## src/source/lc4_isa_pkg.sv

```systemverilog
/* lc4 isa package
   word widths, opcode and sub-op encodings, nzp codes and the instruction-word union */
package lc4_isa_pkg;

    // datapath and register select widths
    localparam int word_w = 16;
    localparam int rsel_w = 3;
    localparam int nzp_w  = 3;

    // one-hot condition codes, n z p from msb down
    localparam logic [nzp_w-1:0] nzp_n = 3'b100;
    localparam logic [nzp_w-1:0] nzp_z = 3'b010;
    localparam logic [nzp_w-1:0] nzp_p = 3'b001;

    // first fetch address after reset
    localparam logic [word_w-1:0] reset_pc = 16'h8200;

    // kept opcodes
    localparam logic [3:0] op_br    = 4'b0000;
    localparam logic [3:0] op_arith = 4'b0001;
    localparam logic [3:0] op_logic = 4'b0101;
    localparam logic [3:0] op_ldr   = 4'b0110;
    localparam logic [3:0] op_str   = 4'b0111;
    localparam logic [3:0] op_const = 4'b1001;

    // arithmetic sub-ops in bits 5:3, bit 5 clear
    localparam logic [2:0] sub_add = 3'b000;
    localparam logic [2:0] sub_mul = 3'b001;
    localparam logic [2:0] sub_sub = 3'b010;
    // logic sub-ops, same field
    localparam logic [2:0] sub_and = 3'b000;
    localparam logic [2:0] sub_or  = 3'b010;
    localparam logic [2:0] sub_xor = 3'b011;

    // one instruction word seen three ways
    typedef union packed {
        // register form, also holds the sub-op
        struct packed {
            logic [3:0]        opcode;
            logic [rsel_w-1:0] rd;
            logic [rsel_w-1:0] rs;
            logic [2:0]        subop;
            logic [rsel_w-1:0] rt;
        } rr;
        // immediate form, bit 5 set selects imm5 for arith and logic
        struct packed {
            logic [3:0]        opcode;
            logic [rsel_w-1:0] rd;
            logic [rsel_w-1:0] rs;
            logic [5:0]        imm6;
        } ri;
        // branch and const form, rd_nzp is nzp mask for br
        struct packed {
            logic [3:0]        opcode;
            logic [rsel_w-1:0] rd_nzp;
            logic [8:0]        imm9;
        } bc;
    } lc4_insn_u;

endpackage

```

## src/source/lc4_pipe_pkg.sv

```systemverilog
/* lc4 pipeline package
   stall codes on the writeback trace, bypass selects and the bubble word */
package lc4_pipe_pkg;

    // stall code carried with every slot
    localparam logic [1:0] stall_none  = 2'd0;
    // flushed by a taken branch, also the empty slots after reset
    localparam logic [1:0] stall_flush = 2'd2;
    // bubble inserted behind a load
    localparam logic [1:0] stall_load  = 2'd3;

    // operand bypass selects
    localparam logic [1:0] fwd_reg = 2'd0;
    localparam logic [1:0] fwd_m   = 2'd1;
    localparam logic [1:0] fwd_w   = 2'd2;

    // all-zero word decodes as br with empty mask, a nop
    localparam logic [15:0] bubble_insn = 16'h0000;

    // packed control bundle width: three selects plus seven flags
    localparam int ctrl_w = 16;

endpackage

```

## src/source/lc4_ctrl_if.sv

```systemverilog
`timescale 1ns/1ps
/* lc4 control bundle of one pipeline stage */
interface lc4_ctrl_if;
    logic [lc4_isa_pkg::rsel_w-1:0] rs;
    logic [lc4_isa_pkg::rsel_w-1:0] rt;
    logic [lc4_isa_pkg::rsel_w-1:0] rd;
    logic                           rs_re;
    logic                           rt_re;
    logic                           rd_we;
    logic                           nzp_we;
    logic                           is_load;
    logic                           is_store;
    logic                           is_branch;

    // decoder or stage register side
    modport producer (output rs, rt, rd, rs_re, rt_re, rd_we, nzp_we,
                      is_load, is_store, is_branch);
    // hazard unit and datapath side
    modport consumer (input rs, rt, rd, rs_re, rt_re, rd_we, nzp_we,
                      is_load, is_store, is_branch);
endinterface

```

## src/source/lc4_decoder.sv

```systemverilog
`timescale 1ns/1ps
/* lc4 decoder
   turns one instruction word into register selects and control flags */
module lc4_decoder (
    input  lc4_isa_pkg::lc4_insn_u i_insn,
    lc4_ctrl_if.producer           ctrl
);

    always_comb begin
        // selects straight from the register form
        ctrl.rs        = i_insn.rr.rs;
        ctrl.rt        = i_insn.rr.rt;
        ctrl.rd        = i_insn.rr.rd;
        // anything not matched below is a nop
        ctrl.rs_re     = 1'b0;
        ctrl.rt_re     = 1'b0;
        ctrl.rd_we     = 1'b0;
        ctrl.nzp_we    = 1'b0;
        ctrl.is_load   = 1'b0;
        ctrl.is_store  = 1'b0;
        ctrl.is_branch = 1'b0;
        case (i_insn.rr.opcode)
            lc4_isa_pkg::op_arith: begin
                // add immediate reads rs only
                if (i_insn.ri.imm6[5]) begin
                    ctrl.rs_re  = 1'b1;
                    ctrl.rd_we  = 1'b1;
                    ctrl.nzp_we = 1'b1;
                end else if (i_insn.rr.subop inside {lc4_isa_pkg::sub_add,
                        lc4_isa_pkg::sub_mul, lc4_isa_pkg::sub_sub}) begin
                    ctrl.rs_re  = 1'b1;
                    ctrl.rt_re  = 1'b1;
                    ctrl.rd_we  = 1'b1;
                    ctrl.nzp_we = 1'b1;
                end
            end
            lc4_isa_pkg::op_logic: begin
                // and immediate
                if (i_insn.ri.imm6[5]) begin
                    ctrl.rs_re  = 1'b1;
                    ctrl.rd_we  = 1'b1;
                    ctrl.nzp_we = 1'b1;
                end else if (i_insn.rr.subop inside {lc4_isa_pkg::sub_and,
                        lc4_isa_pkg::sub_or, lc4_isa_pkg::sub_xor}) begin
                    ctrl.rs_re  = 1'b1;
                    ctrl.rt_re  = 1'b1;
                    ctrl.rd_we  = 1'b1;
                    ctrl.nzp_we = 1'b1;
                end
            end
            lc4_isa_pkg::op_ldr: begin
                ctrl.rs_re   = 1'b1;
                ctrl.rd_we   = 1'b1;
                ctrl.nzp_we  = 1'b1;
                ctrl.is_load = 1'b1;
            end
            lc4_isa_pkg::op_str: begin
                // store data register sits in the rd field
                ctrl.rt       = i_insn.ri.rd;
                ctrl.rs_re    = 1'b1;
                ctrl.rt_re    = 1'b1;
                ctrl.is_store = 1'b1;
            end
            lc4_isa_pkg::op_const: begin
                ctrl.rd_we  = 1'b1;
                ctrl.nzp_we = 1'b1;
            end
            // empty mask is the nop, not a branch
            lc4_isa_pkg::op_br: ctrl.is_branch = |i_insn.bc.rd_nzp;
            default: ;
        endcase
    end

endmodule

```

## src/source/lc4_regfile.sv

```systemverilog
`timescale 1ns/1ps
/* lc4 register file
   eight registers, one write port, two read ports with write-before-read */
module lc4_regfile (
    input  logic                             gwe,
    input  logic                             i_arst_n,
    input  logic [lc4_isa_pkg::rsel_w-1:0]   i_rs,
    input  logic [lc4_isa_pkg::rsel_w-1:0]   i_rt,
    input  logic [lc4_isa_pkg::rsel_w-1:0]   i_rd,
    input  logic                             i_we,
    input  logic [lc4_isa_pkg::word_w-1:0]   i_wdata,
    output logic [lc4_isa_pkg::word_w-1:0]   o_rs_data,
    output logic [lc4_isa_pkg::word_w-1:0]   o_rt_data
);

    logic [lc4_isa_pkg::word_w-1:0] regs [2**lc4_isa_pkg::rsel_w];

    always_ff @(posedge gwe or negedge i_arst_n) begin
        if (!i_arst_n) begin
            // registers start at zero
            for (int i = 0; i < 2**lc4_isa_pkg::rsel_w; i++) begin
                regs[i] <= '0;
            end
        end else if (i_we) begin
            regs[i_rd] <= i_wdata;
        end
    end

    // value being written this cycle reaches decode directly
    assign o_rs_data = (i_we && i_rd == i_rs) ? i_wdata : regs[i_rs];
    assign o_rt_data = (i_we && i_rd == i_rt) ? i_wdata : regs[i_rt];

endmodule

```

## src/source/lc4_alu.sv

```systemverilog
`timescale 1ns/1ps
/* lc4 execute unit
   arithmetic, logic, const, memory address and branch target */
module lc4_alu (
    input  lc4_isa_pkg::lc4_insn_u          i_insn,
    input  logic [lc4_isa_pkg::word_w-1:0]  i_pc,
    input  logic [lc4_isa_pkg::word_w-1:0]  i_rs_data,
    input  logic [lc4_isa_pkg::word_w-1:0]  i_rt_data,
    output logic [lc4_isa_pkg::word_w-1:0]  o_result
);

    logic [lc4_isa_pkg::word_w-1:0] imm5_x;
    logic [lc4_isa_pkg::word_w-1:0] imm6_x;
    logic [lc4_isa_pkg::word_w-1:0] imm9_x;

    // sign-extended immediates
    assign imm5_x = {{(lc4_isa_pkg::word_w-5){i_insn.ri.imm6[4]}}, i_insn.ri.imm6[4:0]};
    assign imm6_x = {{(lc4_isa_pkg::word_w-6){i_insn.ri.imm6[5]}}, i_insn.ri.imm6};
    assign imm9_x = {{(lc4_isa_pkg::word_w-9){i_insn.bc.imm9[8]}}, i_insn.bc.imm9};

    always_comb begin
        o_result = '0;
        case (i_insn.rr.opcode)
            lc4_isa_pkg::op_arith: begin
                if (i_insn.ri.imm6[5]) begin
                    o_result = i_rs_data + imm5_x;
                end else begin
                    case (i_insn.rr.subop)
                        lc4_isa_pkg::sub_add: o_result = i_rs_data + i_rt_data;
                        lc4_isa_pkg::sub_mul: o_result = i_rs_data * i_rt_data;
                        lc4_isa_pkg::sub_sub: o_result = i_rs_data - i_rt_data;
                        default: ;
                    endcase
                end
            end
            lc4_isa_pkg::op_logic: begin
                if (i_insn.ri.imm6[5]) begin
                    o_result = i_rs_data & imm5_x;
                end else begin
                    case (i_insn.rr.subop)
                        lc4_isa_pkg::sub_and: o_result = i_rs_data & i_rt_data;
                        lc4_isa_pkg::sub_or:  o_result = i_rs_data | i_rt_data;
                        lc4_isa_pkg::sub_xor: o_result = i_rs_data ^ i_rt_data;
                        default: ;
                    endcase
                end
            end
            lc4_isa_pkg::op_const: o_result = imm9_x;
            // base plus offset for both memory ops
            lc4_isa_pkg::op_ldr,
            lc4_isa_pkg::op_str:   o_result = i_rs_data + imm6_x;
            // pc-relative target, used only when taken
            lc4_isa_pkg::op_br:    o_result = i_pc + 1'b1 + imm9_x;
            default: ;
        endcase
    end

endmodule

```

## src/source/lc4_hazard_unit.sv

```systemverilog
`timescale 1ns/1ps
/* lc4 hazard unit
   load-use and load-branch stalls, branch flush, operand and store-data bypass selects */
module lc4_hazard_unit (
    lc4_ctrl_if.consumer d_ctrl,
    lc4_ctrl_if.consumer x_ctrl,
    lc4_ctrl_if.consumer m_ctrl,
    lc4_ctrl_if.consumer w_ctrl,
    output logic         o_stall,
    output logic [1:0]   o_fwd_rs,
    output logic [1:0]   o_fwd_rt,
    output logic         o_fwd_store,
    input  logic         i_x_branch_taken,
    output logic         o_flush
);

    logic ld_use;
    logic ld_br;

    // store data from a load is served by the wm path, so only its address stalls
    assign ld_use = x_ctrl.is_load &&
                    ((d_ctrl.rs_re && d_ctrl.rs == x_ctrl.rd) ||
                     (d_ctrl.rt_re && !d_ctrl.is_store && d_ctrl.rt == x_ctrl.rd));
    // branch needs load nzp, which is known only at writeback
    assign ld_br  = x_ctrl.is_load && d_ctrl.is_branch;
    assign o_stall = ld_use || ld_br;

    // memory stage wins over writeback, the younger value
    always_comb begin
        o_fwd_rs = lc4_pipe_pkg::fwd_reg;
        if (x_ctrl.rs_re && m_ctrl.rd_we && m_ctrl.rd == x_ctrl.rs) begin
            o_fwd_rs = lc4_pipe_pkg::fwd_m;
        end else if (x_ctrl.rs_re && w_ctrl.rd_we && w_ctrl.rd == x_ctrl.rs) begin
            o_fwd_rs = lc4_pipe_pkg::fwd_w;
        end
    end

    always_comb begin
        o_fwd_rt = lc4_pipe_pkg::fwd_reg;
        if (x_ctrl.rt_re && m_ctrl.rd_we && m_ctrl.rd == x_ctrl.rt) begin
            o_fwd_rt = lc4_pipe_pkg::fwd_m;
        end else if (x_ctrl.rt_re && w_ctrl.rd_we && w_ctrl.rd == x_ctrl.rt) begin
            o_fwd_rt = lc4_pipe_pkg::fwd_w;
        end
    end

    // wm bypass, store in memory takes data being written back
    assign o_fwd_store = m_ctrl.is_store && w_ctrl.rd_we && w_ctrl.rd == m_ctrl.rt;

    // taken branch kills decode and execute slots
    assign o_flush = i_x_branch_taken;

endmodule

```

## src/source/lc4_core.sv

```systemverilog
`timescale 1ns/1ps
/* lc4 core: five-stage single-issue pipeline, fetch to writeback
   pc, stage registers, nzp flags, bypass muxes and the writeback trace */
module lc4_core (
    input  logic                             gwe,
    input  logic                             i_arst_n,
    output logic [lc4_isa_pkg::word_w-1:0]   o_pc,
    input  logic [lc4_isa_pkg::word_w-1:0]   i_insn,
    output logic [lc4_isa_pkg::word_w-1:0]   o_dmem_addr,
    input  logic [lc4_isa_pkg::word_w-1:0]   i_dmem_rdata,
    output logic                             o_dmem_we,
    output logic [lc4_isa_pkg::word_w-1:0]   o_dmem_wdata,
    output logic [lc4_isa_pkg::word_w-1:0]   o_wb_pc,
    output logic [lc4_isa_pkg::word_w-1:0]   o_wb_insn,
    output logic [1:0]                       o_wb_stall,
    output logic                             o_wb_rf_we,
    output logic [lc4_isa_pkg::rsel_w-1:0]   o_wb_rf_wsel,
    output logic [lc4_isa_pkg::word_w-1:0]   o_wb_rf_data,
    output logic                             o_wb_nzp_we,
    output logic [lc4_isa_pkg::nzp_w-1:0]    o_wb_nzp
);

    lc4_ctrl_if d_ctrl ();
    lc4_ctrl_if x_ctrl ();
    lc4_ctrl_if m_ctrl ();
    lc4_ctrl_if w_ctrl ();

    logic [lc4_isa_pkg::word_w-1:0] pc, d_pc, x_pc, m_pc, w_pc;
    lc4_isa_pkg::lc4_insn_u         d_insn, x_insn, m_insn, w_insn;
    logic [1:0]                     d_stall, x_stall, m_stall, w_stall;
    logic [lc4_pipe_pkg::ctrl_w-1:0] d_cbits, x_cbits, m_cbits, w_cbits;
    logic [lc4_isa_pkg::word_w-1:0] rf_rs_data, rf_rt_data, x_rs_data, x_rt_data;
    logic [lc4_isa_pkg::word_w-1:0] x_rs_val, x_rt_val, alu_result;
    logic [lc4_isa_pkg::word_w-1:0] m_result, m_rt_data, w_result, w_rdata, wb_data;
    logic [lc4_isa_pkg::nzp_w-1:0]  nzp_reg, x_nzp;
    logic [1:0]                     fwd_rs, fwd_rt;
    logic                           stall, flush, fwd_store, x_taken;

    // condition code of a written value
    function automatic logic [lc4_isa_pkg::nzp_w-1:0] nzp_of(
        input logic [lc4_isa_pkg::word_w-1:0] v);
        if (v[lc4_isa_pkg::word_w-1]) return lc4_isa_pkg::nzp_n;
        if (v == '0) return lc4_isa_pkg::nzp_z;
        return lc4_isa_pkg::nzp_p;
    endfunction

    lc4_decoder     decoder_i (.i_insn(d_insn), .ctrl(d_ctrl));

    lc4_regfile regfile_i (
        .gwe(gwe), .i_arst_n(i_arst_n),
        .i_rs(d_ctrl.rs), .i_rt(d_ctrl.rt), .i_rd(w_ctrl.rd),
        .i_we(w_ctrl.rd_we), .i_wdata(wb_data),
        .o_rs_data(rf_rs_data), .o_rt_data(rf_rt_data)
    );

    lc4_alu alu_i (
        .i_insn(x_insn), .i_pc(x_pc), .i_rs_data(x_rs_val), .i_rt_data(x_rt_val),
        .o_result(alu_result)
    );

    lc4_hazard_unit hazard_i (
        .d_ctrl(d_ctrl), .x_ctrl(x_ctrl), .m_ctrl(m_ctrl), .w_ctrl(w_ctrl),
        .o_stall(stall), .o_fwd_rs(fwd_rs), .o_fwd_rt(fwd_rt), .o_fwd_store(fwd_store),
        .i_x_branch_taken(x_taken), .o_flush(flush)
    );

    // control bundles travel down the pipe as flat words
    assign d_cbits = {d_ctrl.rs, d_ctrl.rt, d_ctrl.rd, d_ctrl.rs_re, d_ctrl.rt_re,
                      d_ctrl.rd_we, d_ctrl.nzp_we, d_ctrl.is_load, d_ctrl.is_store,
                      d_ctrl.is_branch};
    assign {x_ctrl.rs, x_ctrl.rt, x_ctrl.rd, x_ctrl.rs_re, x_ctrl.rt_re, x_ctrl.rd_we,
            x_ctrl.nzp_we, x_ctrl.is_load, x_ctrl.is_store, x_ctrl.is_branch} = x_cbits;
    assign {m_ctrl.rs, m_ctrl.rt, m_ctrl.rd, m_ctrl.rs_re, m_ctrl.rt_re, m_ctrl.rd_we,
            m_ctrl.nzp_we, m_ctrl.is_load, m_ctrl.is_store, m_ctrl.is_branch} = m_cbits;
    assign {w_ctrl.rs, w_ctrl.rt, w_ctrl.rd, w_ctrl.rs_re, w_ctrl.rt_re, w_ctrl.rd_we,
            w_ctrl.nzp_we, w_ctrl.is_load, w_ctrl.is_store, w_ctrl.is_branch} = w_cbits;

    // fetch into decode, pc holds on stall and redirects on flush
    always_ff @(posedge gwe or negedge i_arst_n) begin
        if (!i_arst_n) begin
            pc      <= lc4_isa_pkg::reset_pc;
            d_insn  <= lc4_pipe_pkg::bubble_insn;
            d_stall <= lc4_pipe_pkg::stall_flush;
        end else if (flush) begin
            pc      <= alu_result;
            d_insn  <= lc4_pipe_pkg::bubble_insn;
            d_stall <= lc4_pipe_pkg::stall_flush;
        end else if (!stall) begin
            pc      <= pc + 1'b1;
            d_insn  <= i_insn;
            d_stall <= lc4_pipe_pkg::stall_none;
        end
    end

    // decode into execute, bubble on stall or flush
    always_ff @(posedge gwe or negedge i_arst_n) begin
        if (!i_arst_n) begin
            x_insn  <= lc4_pipe_pkg::bubble_insn;
            x_cbits <= '0;
            x_stall <= lc4_pipe_pkg::stall_flush;
        end else if (flush || stall) begin
            x_insn  <= lc4_pipe_pkg::bubble_insn;
            x_cbits <= '0;
            x_stall <= flush ? lc4_pipe_pkg::stall_flush : lc4_pipe_pkg::stall_load;
        end else begin
            x_insn  <= d_insn;
            x_cbits <= d_cbits;
            x_stall <= d_stall;
        end
    end

    // execute to memory to writeback, never held
    always_ff @(posedge gwe or negedge i_arst_n) begin
        if (!i_arst_n) begin
            m_insn  <= lc4_pipe_pkg::bubble_insn;
            m_cbits <= '0;
            m_stall <= lc4_pipe_pkg::stall_flush;
            w_insn  <= lc4_pipe_pkg::bubble_insn;
            w_cbits <= '0;
            w_stall <= lc4_pipe_pkg::stall_flush;
        end else begin
            m_insn  <= x_insn;
            m_cbits <= x_cbits;
            m_stall <= x_stall;
            w_insn  <= m_insn;
            w_cbits <= m_cbits;
            w_stall <= m_stall;
        end
    end

    // payload, only meaningful alongside valid control
    always_ff @(posedge gwe) begin
        if (!stall) begin
            d_pc <= pc;
        end
        x_pc      <= d_pc;
        x_rs_data <= rf_rs_data;
        x_rt_data <= rf_rt_data;
        m_pc      <= x_pc;
        m_result  <= alu_result;
        m_rt_data <= x_rt_val;
        w_pc      <= m_pc;
        w_result  <= m_result;
        w_rdata   <= i_dmem_rdata;
    end

    // nzp written at writeback
    always_ff @(posedge gwe or negedge i_arst_n) begin
        if (!i_arst_n) begin
            nzp_reg <= '0;
        end else if (w_ctrl.nzp_we) begin
            nzp_reg <= nzp_of(wb_data);
        end
    end

    assign wb_data = w_ctrl.is_load ? w_rdata : w_result;

    // mx and wx bypass of execute operands
    assign x_rs_val = (fwd_rs == lc4_pipe_pkg::fwd_m) ? m_result :
                      (fwd_rs == lc4_pipe_pkg::fwd_w) ? wb_data : x_rs_data;
    assign x_rt_val = (fwd_rt == lc4_pipe_pkg::fwd_m) ? m_result :
                      (fwd_rt == lc4_pipe_pkg::fwd_w) ? wb_data : x_rt_data;

    // branch condition sees the youngest nzp writer first
    assign x_nzp   = m_ctrl.nzp_we ? nzp_of(m_result) :
                     w_ctrl.nzp_we ? nzp_of(wb_data) : nzp_reg;
    assign x_taken = x_ctrl.is_branch && |(x_insn.bc.rd_nzp & x_nzp);

    // data memory, store data may come over the wm path
    assign o_pc         = pc;
    assign o_dmem_addr  = m_result;
    assign o_dmem_we    = m_ctrl.is_store;
    assign o_dmem_wdata = fwd_store ? wb_data : m_rt_data;

    // writeback trace
    assign o_wb_pc      = w_pc;
    assign o_wb_insn    = w_insn;
    assign o_wb_stall   = w_stall;
    assign o_wb_rf_we   = w_ctrl.rd_we;
    assign o_wb_rf_wsel = w_ctrl.rd;
    assign o_wb_rf_data = wb_data;
    assign o_wb_nzp_we  = w_ctrl.nzp_we;
    assign o_wb_nzp     = nzp_of(wb_data);

endmodule

```

## config.mk

```make
export PLATFORM = sky130hd
export DESIGN_NAME = lc4_core
export DESIGN_NICKNAME = d
export VERILOG_FILES = /design/src/source/lc4_isa_pkg.sv /design/src/source/lc4_pipe_pkg.sv /design/src/source/lc4_ctrl_if.sv /design/src/source/lc4_decoder.sv /design/src/source/lc4_regfile.sv /design/src/source/lc4_alu.sv /design/src/source/lc4_hazard_unit.sv /design/src/source/lc4_core.sv
export SDC_FILE = /design/constraint.sdc
export NUM_CORES = 1
export LEC_CHECK = 0
export ABC_AREA = 0
export BUFFER_PORTS_ARGS = -buffer_cell sky130_fd_sc_hd__buf_2
export CORE_MARGIN = 2
export CORE_UTILIZATION = 50
export CTS_CLUSTER_SIZE = 25
export DETAILED_ROUTE_END_ITERATION = 6
export PLACE_DENSITY = 0.66
export SYNTH_ARGS = -nofsm -noshare
export SYNTH_HDL_FRONTEND = slang
export SYNTH_SLANG_ARGS = --single-unit
```

## constraint.sdc

```tcl
create_clock -name gwe -period 13.3 [get_ports gwe]
set_input_delay 2.66 -clock gwe [delete_from_list [all_inputs] [get_ports gwe]]
set_output_delay 2.66 -clock gwe [all_outputs]
set_load 0.03 [all_outputs]
```

Word level (Yosys, flattened, before mapping)
Cells that the tools add are included.
Storage, ports and cells
  flip-flop bits (word level): 418
  input port bits: 34
  output and inout port bits: 107
Operators by class
  add/subtract/negate cells: 7
  multiply operators: 1
  $lt $le $gt $ge: 4
  equal/unequal tests: 30
  muxes and demuxes: 70
  bitwise logic cells: 8
  reduce and logical (&&, ||, !) cells: 36
Operator list (count)
  $mux 16: 21
  $bwmux 128: 1
  $bmux 16 s3: 2
  $pmux 16 s3: 2
  $pmux 16 s5: 1
  $add 16x16->16: 4
  $demux 16 s3: 1
  $mux 3: 13
  $add 16x1->16 const B: 2
  $and 16x16->16: 2
  $logic_not 16->1: 2
  $eq 3x3->1: 9
  $eq 4x3->1 const B: 6
  $logic_and 1x1->1: 19
  $mux 1: 19
  $mul 16x16->16: 1
  $or 16x16->16: 1
  $sub 16x16->16: 1
  $xor 16x16->16: 1
  $mux 2: 7
  $eq 3x2->1 const B: 4
  $ge 4x4->1 const B: 3
  $not 3->4: 3
  $pmux 1 s3: 3
  other kinds (15): 28

Longest topological paths before layout
  depth after elaboration: 13
  depth in mapped cells: 32

Hierarchy
From an unflattened synthesis, not the netlist that was laid out.
Second synthesis, totals
  cells, all modules: 2356
  area, all modules: 25555.8 µm²
By module, submodules not included
  lc4_core: instances 1, cells an instance 739, area each 9380.2 µm², seq. area each 6824.0 µm²
  lc4_alu: instances 1, cells an instance 1100, area each 8149.1 µm², seq. area each 0.0 µm²
  lc4_regfile: instances 1, cells an instance 452, area each 7533.5 µm², seq. area each 3203.1 µm²
  lc4_hazard_unit: instances 1, cells an instance 37, area each 301.5 µm², seq. area each 0.0 µm²
  lc4_decoder: instances 1, cells an instance 28, area each 191.4 µm², seq. area each 0.0 µm²

Worst setup path after synthesis
OpenSTA, ideal clock, no wires.
  path kind: reg-to-reg
  from: register w_cbits[8] in the netlist's numbering
  to: register pc, in the netlist o_pc[15]
  setup time: 82 ps
  data arrival time: 7558 ps
  required time: 13218 ps
  setup slack: 5660 ps
  cell stages (with the launch flop): 29
  path buffers: 2
  clock period less this slack: 7640 ps
  cells stage by stage: dfrtp_1 -> xor2_1 -> or4_1 -> buf_2 -> o211ai_1 -> and2_1 -> clkbuf_1 -> clkinv_1 -> nand2_1 -> fa_1 -> fa_1 -> inv_1 -> fa_1 -> fa_1 -> inv_1 -> fa_1 -> fa_1 -> xor2_1 -> xnor2_1 -> xnor2_1 -> xnor2_1 -> xnor2_1 -> xnor3_1 -> xnor3_1 -> xnor2_1 -> a221o_1 -> o211ai_2 -> o2111ai_2 -> mux2_4
Between the ends
  word-level cells in the longest chain between the ends: 12
  elaborated cells on any way between the ends: 31
  those cells by class: add/sub (4); mul (1); eq/ne (6); mux (14); bitwise (4); reduce/logical (2)
Ends and longest elaborated chain
  from (decl): line lc4_core.sv:31  | logic [lc4_pipe_pkg::ctrl_w-1:0] d_cbits, x_cbits, m_cbits, w_cbits;
  from (signal assigned): line lc4_core.sv:126  | w_cbits <= m_cbits;
  $eq 3x3->1 *: line lc4_hazard_unit.sv:42  | end else if (x_ctrl.rt_re && w_ctrl.rd_we && w_ctrl.rd == x_ctrl.rt) begin
  $logic_and 1x1->1 *: line lc4_hazard_unit.sv:42
  $mux 2 *: line lc4_hazard_unit.sv:42
  $mux 2 *: line lc4_hazard_unit.sv:40  | if (x_ctrl.rt_re && m_ctrl.rd_we && m_ctrl.rd == x_ctrl.rt) begin
  $eq 2x2->1: line lc4_core.sv:162  | (fwd_rt == lc4_pipe_pkg::fwd_w) ? wb_data : x_rt_data;
  $mux 16: line lc4_core.sv:162
  $mux 16 *: line lc4_core.sv:161  | assign x_rt_val = (fwd_rt == lc4_pipe_pkg::fwd_m) ? m_result :
  net alu_i.i_rt_data, one bit: line lc4_alu.sv:8  | input logic [lc4_isa_pkg::word_w-1:0] i_rt_data,
  $mul 16x16->16, or another cell as far along: line lc4_alu.sv:30  | lc4_isa_pkg::sub_mul: o_result = i_rs_data * i_rt_data;
  $pmux 16 s3 *: line lc4_alu.sv:28  | case (i_insn.rr.subop)
  $mux 16 *: line lc4_alu.sv:25  | if (i_insn.ri.imm6[5]) begin
  $pmux 16 s5 *: line lc4_alu.sv:23  | case (i_insn.rr.opcode)
  net alu_i.o_result, one bit: line lc4_alu.sv:9  | output logic [lc4_isa_pkg::word_w-1:0] o_result
  $mux 16 *: line lc4_core.sv:84  | end else if (flush) begin
  to (signal assigned): line lc4_core.sv:81  | pc <= lc4_isa_pkg::reset_pc;
  to (signal assigned): line lc4_core.sv:85  | pc <= alu_result;
  to (signal assigned): line lc4_core.sv:89  | pc <= pc + 1'b1;
  to (decl): line lc4_core.sv:28  | logic [lc4_isa_pkg::word_w-1:0] pc, d_pc, x_pc, m_pc, w_pc;
Mark *: on every way through the listed nets, which the timed path passes. The rest lies on a longest branch.
A chain may end at the register's enable or synchronous reset.

Worst setup path in the final report
Ends and elaborated chain as after synthesis.

==> results.toml <==
[run_status]
status = "finished, final reports clean"

[cells_and_area]
antenna_cells = 0
mostFrequentLayoutCells = "nor2_1 (263), nand2_1 (235), dfrtp_1 (227), inv_1 (197), a21oi_1 (166)"
area_growth_pct = 12.17
final_nets = 2760
stdcell_count = 3145
fin_area_um2 = 26410
largest_reg_flops = 128
final_common_cell = "nor2_1"
final_core_utilization = 0.5673
drive_above_1_share = 0.1478
regMostFlops = "regfile_i.regs"

[synthesis]
synthMuxAreaShare = 0.1044
synth_area_um2 = 23550
synth_area_leaders = "dfrtp_1 (24%), dfxtp_1 (12%), ha_1 (7.4%)"
ys_seq_area_frac = 0.3929
synth_edf_count = 16
synth_cell_types = 84
synth_top_area_share = 0.2434
ys_seq_elements = 395
synth-simple-area-share = 0.1212
syn_inst = 2395
avgSynthCellArea_um2 = 9.831
synthAdderAreaFrac = 0.1444
ys_async_sr_fraction = 0.5949
synth_compound_area_frac = 0.1300
synth_xor_area_frac = 0.05144
synth_top_family_by_area = "adder cells"
synth_ff_type = "dfrtp_1"
ys_warn_count = 0
syn_nets = 2651
netlist.top_cell.by_area = "dfrtp_1"

[cts]
cts_tree = "yes"
worstSkewPairLatency_ns = 0.60
clkSinkCount = 395
ctsHoldBuffers = 0
cts_buffers = 42
h-tree-depth = 2
clkTransAtPathRegs_ns = 0.07
cts.repair.resized = 0
cts_setup_buffers = 0
cts_root_buf = "clkbuf_16"
clockBufferDepth = 3

[die]
die_w_um = 221
start_util = 0.5057
ios = 141
fp.dieH_um = 221
core_area_um2 = 46560
dieArea_um2 = 48840
rows = 79

[power_and_ir_drop]
pwr-share-clk = 0.155
switching_share = 0.4620
pwr-share-seq = 0.248
p_total_mw = 7.982
power.switching_mw = 3.687
internal_power_mw = 4.294
leakage_nw = 11.94
vdd.ir_drop.worst_mv = 0.2593
p_comb_frac = 0.597
power.density_nw_per_um2 = 302.2

[setup_path]
crit_path_end = "o_pc[15]$_DFFE_PN1P_"
rrSetupSlack_ns = 4.62
cp.arrival_ns = 9.20
r2r_start = "w_cbits[8]$_DFF_PN0_"
timing.rr.end = "o_pc[15]$_DFFE_PN1P_"
start_kind = "register"
crit_fanout = 15
end_kind = "register"
crit_type = "register to register"
r2r_cells = 24
crit_start = "w_cbits[8]$_DFF_PN0_"
crit_required_ns = 13.83

[global_route]
grt_first_pass_wirelength_um = 112500
grt-ovfl-total = 0
grt_max_degree = 92
antenna_found_initial = 3
first_global_vias = 18686
gr-usage-all-layers = 0.2970

[routing]
via_count = 18564
drt_wl_total_um = 72530
drt_pass1_iterations = 5
drc = 0
drtIter0Drc = 1900
wl_per_cell_um = 23.06
via_per_inst = 5.903
ant_nets = 0

[job]
cap_violations = 0

[sta]
worst_slew_pin_slew_ns = 1.360
fin_crit_sh = 0.6524
finalSetupViolCount = 0
slew_viol_final = 0
rsz0062_at_grt = "no"
hold_violations = 0
period_minus_slack_ns = 8.677
slew_headroom = 0.08746
max_freq_mhz = 115.2
fin_tns_setup_ns = 0
clock-skew-final_ns = 0.04250

[place]
hpwl_um = 53060
gp_congestion = 0.9594
dpl-instance-area_um2 = 24970
dp.cells = 3067
port_buffers = 140

[min_path]
hold_path.class = "register to register"
-- layer usage --
layer | part of all wire | up-vias | global-route usage
li1 | - | 8421 | -
met1 | 0.42 | 9197 | 0.4047
met2 | 0.47 | 764 | 0.4791
met3 | 0.074 | 182 | 0.04462
met4 | 0.042 | 0 | 0.1173
met5 | 0 | - | 0
-- layout make-up --
| cell class | instances | area (um^2) |
|---|---|---|
| clock buffer | 59 | 1186 |
| clock inverter | 19 | 259.0 |
| fill | 4069 | 20140 |
| inverter | 203 | 762.0 |
| multi-input combinational | 1668 | 13080 |
| sequential | 395 | 9254 |
| tap | 607 | 759.5 |
| timing repair buffer | 194 | 1116 |
-- metrics by stage --
stage	setup WS, ns	hold slack [ns]
2_1_floorplan	5.660	0.3096
3_3_place_gp	4.811	0.3133
3_5_place_dp	4.716	0.3143
4_1_cts	4.707	0.3153
5_1_grt	4.139	0.3355
6_report	4.623	0.3182
-- worst min-delay path by stage --
stage / startpoint / to / slack [ns] / cells after the start
6_report: d_pc[1]$_DFFE_PN_ / x_pc[1]$_DFF_P_ / 0.32 / 0
5_1_grt: m_pc[14]$_DFF_P_ / o_wb_pc[14]$_DFF_P_ / 0.34 / 0
4_1_cts: d_pc[1]$_DFFE_PN_ / x_pc[1]$_DFF_P_ / 0.32 / 0
3_5_place_dp: m_pc[7]$_DFF_P_ / o_wb_pc[7]$_DFF_P_ / 0.31 / 0
3_3_place_gp: m_pc[15]$_DFF_P_ / o_wb_pc[15]$_DFF_P_ / 0.31 / 0
2_1_floorplan: m_pc[0]$_DFF_P_ / o_wb_pc[0]$_DFF_P_ / 0.31 / 0
-- critical path: stages, from the launching register on --
cell       delay, ns
dfrtp_1         0.70
xor2_1          0.24
or4_1           0.76
o211ai_1        0.31
and2_1          0.44
clkinv_1        0.48
nand2_1         0.22
fa_1            0.48
fa_1            0.58
fa_1            0.45
fa_1            0.58
fa_1            0.43
fa_1            0.38
xor2_1          0.16
xnor2_1         0.18
xnor2_1         0.16
xnor2_1         0.16
xnor2_1         0.15
xnor3_1         0.43
xnor3_1         0.22
xnor2_1         0.19
a221o_1         0.39
o211ai_2        0.09
o2111ai_2       0.15
mux2_4          0.28
-- power groups by stage --
stage | clock network, mW | logic [mW] | registers, mW
floorplan | 0 | 3.26 | 1.98
global placement | 0 | 4.60 | 1.97
detailed placement | 0 | 4.71 | 1.99
CTS | 1.26 | 4.75 | 1.97
global route | 1.30 | 5.23 | 2.02
finish | 1.24 | 4.76 | 1.98
-- cells by family (layout without fill, tap and decap cells) --
family	count (synthesis)	in the layout
AOI/OAI and AO/OA	497	497
adders and majority gates	222	222
and+or+nand+nor	653	653
DFF	395	395
xor gates and xnor gates	132	132
muxes	164	164
buffers and inverters	332	475
-- synthesized netlist by cell type (6+ instances only) --
cell type,instances
mux2i_1,90
and2_1,21
dfstp_2,6
and3_1,7
nor2_1,263
a31oi_1,10
edfxtp_1,16
a22oi_1,9
dfrtp_1,229
a221o_1,11
buf_2,11
nand3_1,20
inv_1,197
clkbuf_1,101
o21a_1,24
nor4_1,7
nand2b_1,9
o21ai_1,8
ha_1,139
buf_4,7
o221ai_1,7
buf_1,7
dfxtp_1,144
o211ai_1,12
mux4_2,64
nand4_1,6
nor3_1,29
nor2b_1,20
o21ai_0,146
xor2_1,38
xnor2_1,90
a21o_1,13
or3_1,10
a21boi_0,12
a221oi_1,7
mux2_2,9
nand2_1,235
fa_1,83
a211oi_1,14
a21oi_1,166
Power figures use the tool's default switching activity.
